===== src/logic/twiddle_macros.svh =====
`ifndef TWIDDLE_MACROS_SVH
`define TWIDDLE_MACROS_SVH

// residue width, one ROM word per lane
`define TW_DATA_WIDTH 32

// lanes processed side by side
`define TW_LANES 4

// cycles through one mod_mul_array
// full product in the first cycle, reduction in the second
`define TW_MUL_LAT 2

// width of an unreduced product
`define TW_WIDE_WIDTH (2 * `TW_DATA_WIDTH)

`endif

===== src/logic/twiddle_pkg.sv =====
`default_nettype none

`include "twiddle_macros.svh"

package twiddle_pkg;

    typedef logic [`TW_DATA_WIDTH-1:0] word_t;  // residue or modulus
    typedef logic [`TW_WIDE_WIDTH-1:0] wide_t;  // product before mod n

    typedef word_t [`TW_LANES-1:0] lane_vec_t;

    // which factors take part in the product
    typedef enum logic [1:0] {
        stage_full     = 2'd0,  // v0 * v1 * v2
        stage_pair     = 2'd1,  // v2 forced to one
        stage_single_a = 2'd2,  // v1, v2 forced to one
        stage_single_b = 2'd3
    } fft_stage_e;

    typedef struct packed {
        lane_vec_t v0;
        lane_vec_t v1;
        lane_vec_t v2;
    } operand_set_t;

    // same word in every lane
    function automatic lane_vec_t lane_fill(word_t w);
        lane_vec_t v;
        for (int i = 0; i < `TW_LANES; i++) begin
            v[i] = w;
        end
        return v;
    endfunction

endpackage

`default_nettype wire


===== src/logic/factor_delay_line.sv =====
`timescale 1ns/1ps
`default_nettype none

`include "twiddle_macros.svh"

module factor_delay_line
    import twiddle_pkg::*;
(
    input  logic      clk,
    input  logic      rst_n,
    input  logic      in_valid,
    input  lane_vec_t factors,
    output lane_vec_t late_factors
);

    localparam int depth = `TW_MUL_LAT;

    lane_vec_t taps [depth];

    // shifts every cycle, so position in the line matches the
    // position of the same item inside rank one
    always_ff @(posedge clk or negedge rst_n) begin
        if (!rst_n) begin
            for (int i = 0; i < depth; i++) begin
                taps[i] <= '0;
            end
        end else begin
            taps[0] <= factors;
            for (int i = 1; i < depth; i++) begin
                taps[i] <= taps[i-1];
            end
        end
    end

    assign late_factors = taps[depth-1];  // lines up with p1

    // the valid beside this line steers rank two, an X there
    // would let a shifted factor pair with the wrong product
    a_valid_known: assert property (
        @(posedge clk) disable iff (!rst_n)
        !$isunknown(in_valid)
    );

endmodule

`default_nettype wire


===== config.mk =====
export PLATFORM = sky130hd
export DESIGN_NAME = factor_delay_line
export DESIGN_NICKNAME = d
export VERILOG_FILES = /design/src/logic/twiddle_pkg.sv /design/src/logic/factor_delay_line.sv
export VERILOG_INCLUDE_DIRS = /design/src /design/src/logic
export SDC_FILE = /design/constraint.sdc
export NUM_CORES = 1
export LEC_CHECK = 0
export BUFFER_PORTS_ARGS = -buffer_cell sky130_fd_sc_hd__buf_2
export CAP_MARGIN = 10
export CORE_MARGIN = 2
export CORE_UTILIZATION = 52
export CTS_CLUSTER_SIZE = 25
export DETAILED_ROUTE_END_ITERATION = 16
export PLACE_DENSITY = 0.8
export SYNTH_ARGS = -nofsm -noshare
export SYNTH_HDL_FRONTEND = slang
export SYNTH_SLANG_ARGS = --single-unit

===== constraint.sdc =====
create_clock -name clk -period 1.2 [get_ports clk]
set_input_delay 0.24 -clock clk [delete_from_list [all_inputs] [get_ports clk]]
set_output_delay 0.24 -clock clk [all_outputs]
set_load 0.01 [all_outputs]

==> reports/qor.yml <==
cts_tree: "built"
setup_viol: 128
critical-path-top-delay-family: "flip-flops"
io_pins: 259
synth-seq-area-share: 0.8696
track_usage: 0.2029
crit_cells: 1
core_area_um2: 13880
syn_inst: 384
cts_buffer_depth: 3
ys_ff_latch: 256
final_common_cell: "dfrtp_1"
clock_latency_ns: 0.50
end_kind: "output port"
relSlewSlack: 0.7556
crit_end: "late_factors[102]"
final_cell_mix: "256 x dfrtp_1, 200 x buf_2, 129 x dlygate4sd3_1"
timing.rr.end: "late_factors[32]"
p_per_area_nw_per_um2: 1733
tightest_slew_ns: 0.3665
cap_violations: 0
dp_worst_setup_slack_ns: 0.4498
r2r_cells: 0
fmax_ghz: 0.7785
syn_nets: 515
r2r-start: "taps[160]"
crit_path_start_kind: "flop"
area_growth_pct: 43.09
critPathBufInv: 1
layout.cells.non_filler: 880
worstPathArrival_ns: 1.04
portBuffers: 257
nFillCells: 735
crit_path_cell_trace: "buf_6"
violations: "negative setup slack"
fp-row-count: 43
hp-class: "in -> async"
grt_max_degree: 46
cp.required_ns: 0.96
fin_ws_ns: -0.08449
fp.dieH_um: 123.0
critPathLaunch: "late_factors[102]"
grt-ovfl-total: 0
hold_viol: 0
cts_made_buffers: 24
drc_errors: 0
drt-wirelength-per-cell_um: 18.19
slowest_stage: "dfrtp_1"
detailroute.via_count: 3727
nNetsFinal: 813
multi_input_area_um2: 0
critPathMaxStageDelay_ns: 0.41
placed_cells: 707
die_area_um2: 15140
grt_setup_unrepaired: "true"
layout-drive-gt1-share: 0.4449
drt-initial-drc-count: 125
grt_pass1_wl_um: 22540
ir_drop_v: 0.001253
crit_type: "reg -> out"
die_width_um: 123.0
routed_wl_um: 16010
drt-vias-per-instance: 4.235
regArea_um2: 6406
status: "complete, but fails checks"
clock_sinks: 256
fin_hold_ws_ns: 0.2347
postSynthAreaPerCell_um2: 19.19
cts-root-buf: "clkbuf_16"
antenna_found_initial: 1
multi_input_cells: 0
r2r_setup_slack_ns: 0.67
initial_core_util: 0.5307
synth_cell_type_count: 2
p_leak_nw: 5.137
htreeDepth: 1
fin_crit_sh: 1.070
period_needed_ns: 1.284
clock_skew_ns: 0.005940
drv_slew: 0
drt_pass1_iterations: 4
synth_area_um2: 7367
antenna_left: 0
grt_pass1_vias: 4298
routabilityCongestion: 0.6829
crit_fanout: 1
dp_hpwl_um: 8578
ys_warn_count: 0
path_clk_slew_ns: 0.06
-- kinds of logic (layout without fill, tap and decap cells) --
| family | after synthesis | after routing | synth area share |
|---|---|---|---|
| other | 0 | 1 | 0 |
| buffers and inverters | 128 | 443 | 0.1304 |
| DFF | 256 | 256 | 0.8696 |
-- how the worst min path moves through the flow --
stage | from | cells past startpoint | endpoint
2_1_floorplan | rst_n | 0 | late_factors[0]
3_3_place_gp | rst_n | 1 | late_factors[1]
3_5_place_dp | rst_n | 1 | late_factors[55]
4_1_cts | rst_n | 2 | late_factors[55]
5_1_grt | rst_n | 2 | late_factors[55]
6_report | rst_n | 2 | late_factors[55]
-- power by group --
group | switching (mW) | internal (mW)
sequential | 0.169 | 9.07
clock | 3.05 | 4.73
combinational | 0.532 | 0.718
total | 3.75 | 14.5
-- final cells by class --
| cell class | count | share of cell area |
|---|---|---|
| Sequential cell | 256 | 0.6077 |
| Clock buffer | 36 | 0.07086 |
| Clock inverter | 7 | 0.008783 |
| Antenna cell | 1 | 0.0002374 |
| Tap cell | 180 | 0.02136 |
| Timing Repair Buffer | 400 | 0.2910 |
-- routing by layer --
layer | routed length (um) | vias up | share of wire | track usage
li1 | - | 1643 | - | -
met1 | 5606 | 1868 | 0.35 | 0.2312
met5 | 0 | - | 0 | 0
met4 | 354 | 0 | 0.022 | 0.06179
met3 | 1383 | 30 | 0.086 | 0.06827
met2 | 8662 | 186 | 0.54 | 0.3626
-- through the flow --
step | setup TNS, ns | area [um^2] | util | total power [mW]
final | -4.684 | 10540 | 0.7594 | 18.27
after global routing | -9.937 | 10540 | 0.7594 | 18.98
after CTS | -6.616 | 10310 | 0.7430 | 18.24
after detailed placement | 0 | 8058 | 0.5805 | 10.14
after global placement | 0 | 8058 | 0.5805 | 10.09
after floorplan | 0 | 7367 | - | 9.738
-- synthesized netlist by cell type (all sizes together) --
cell | n | area (um^2)
buf | 128 | 960.9
dfrtp | 256 | 6406
-- timing repair --
item | in CTS | in global routing
hold buffers | 129 | 0
setup buffers | 0 | 0
gates resized for setup | 21 | 39
setup endpoints to repair | 128 | 128
endpoints found under the hold margin | 369 | 0
-- flip-flops by register name, summed over array words and instances (netlist names) --
signal / cells
taps: 128
late_factors: 128
(Power assumes the default switching activity.)
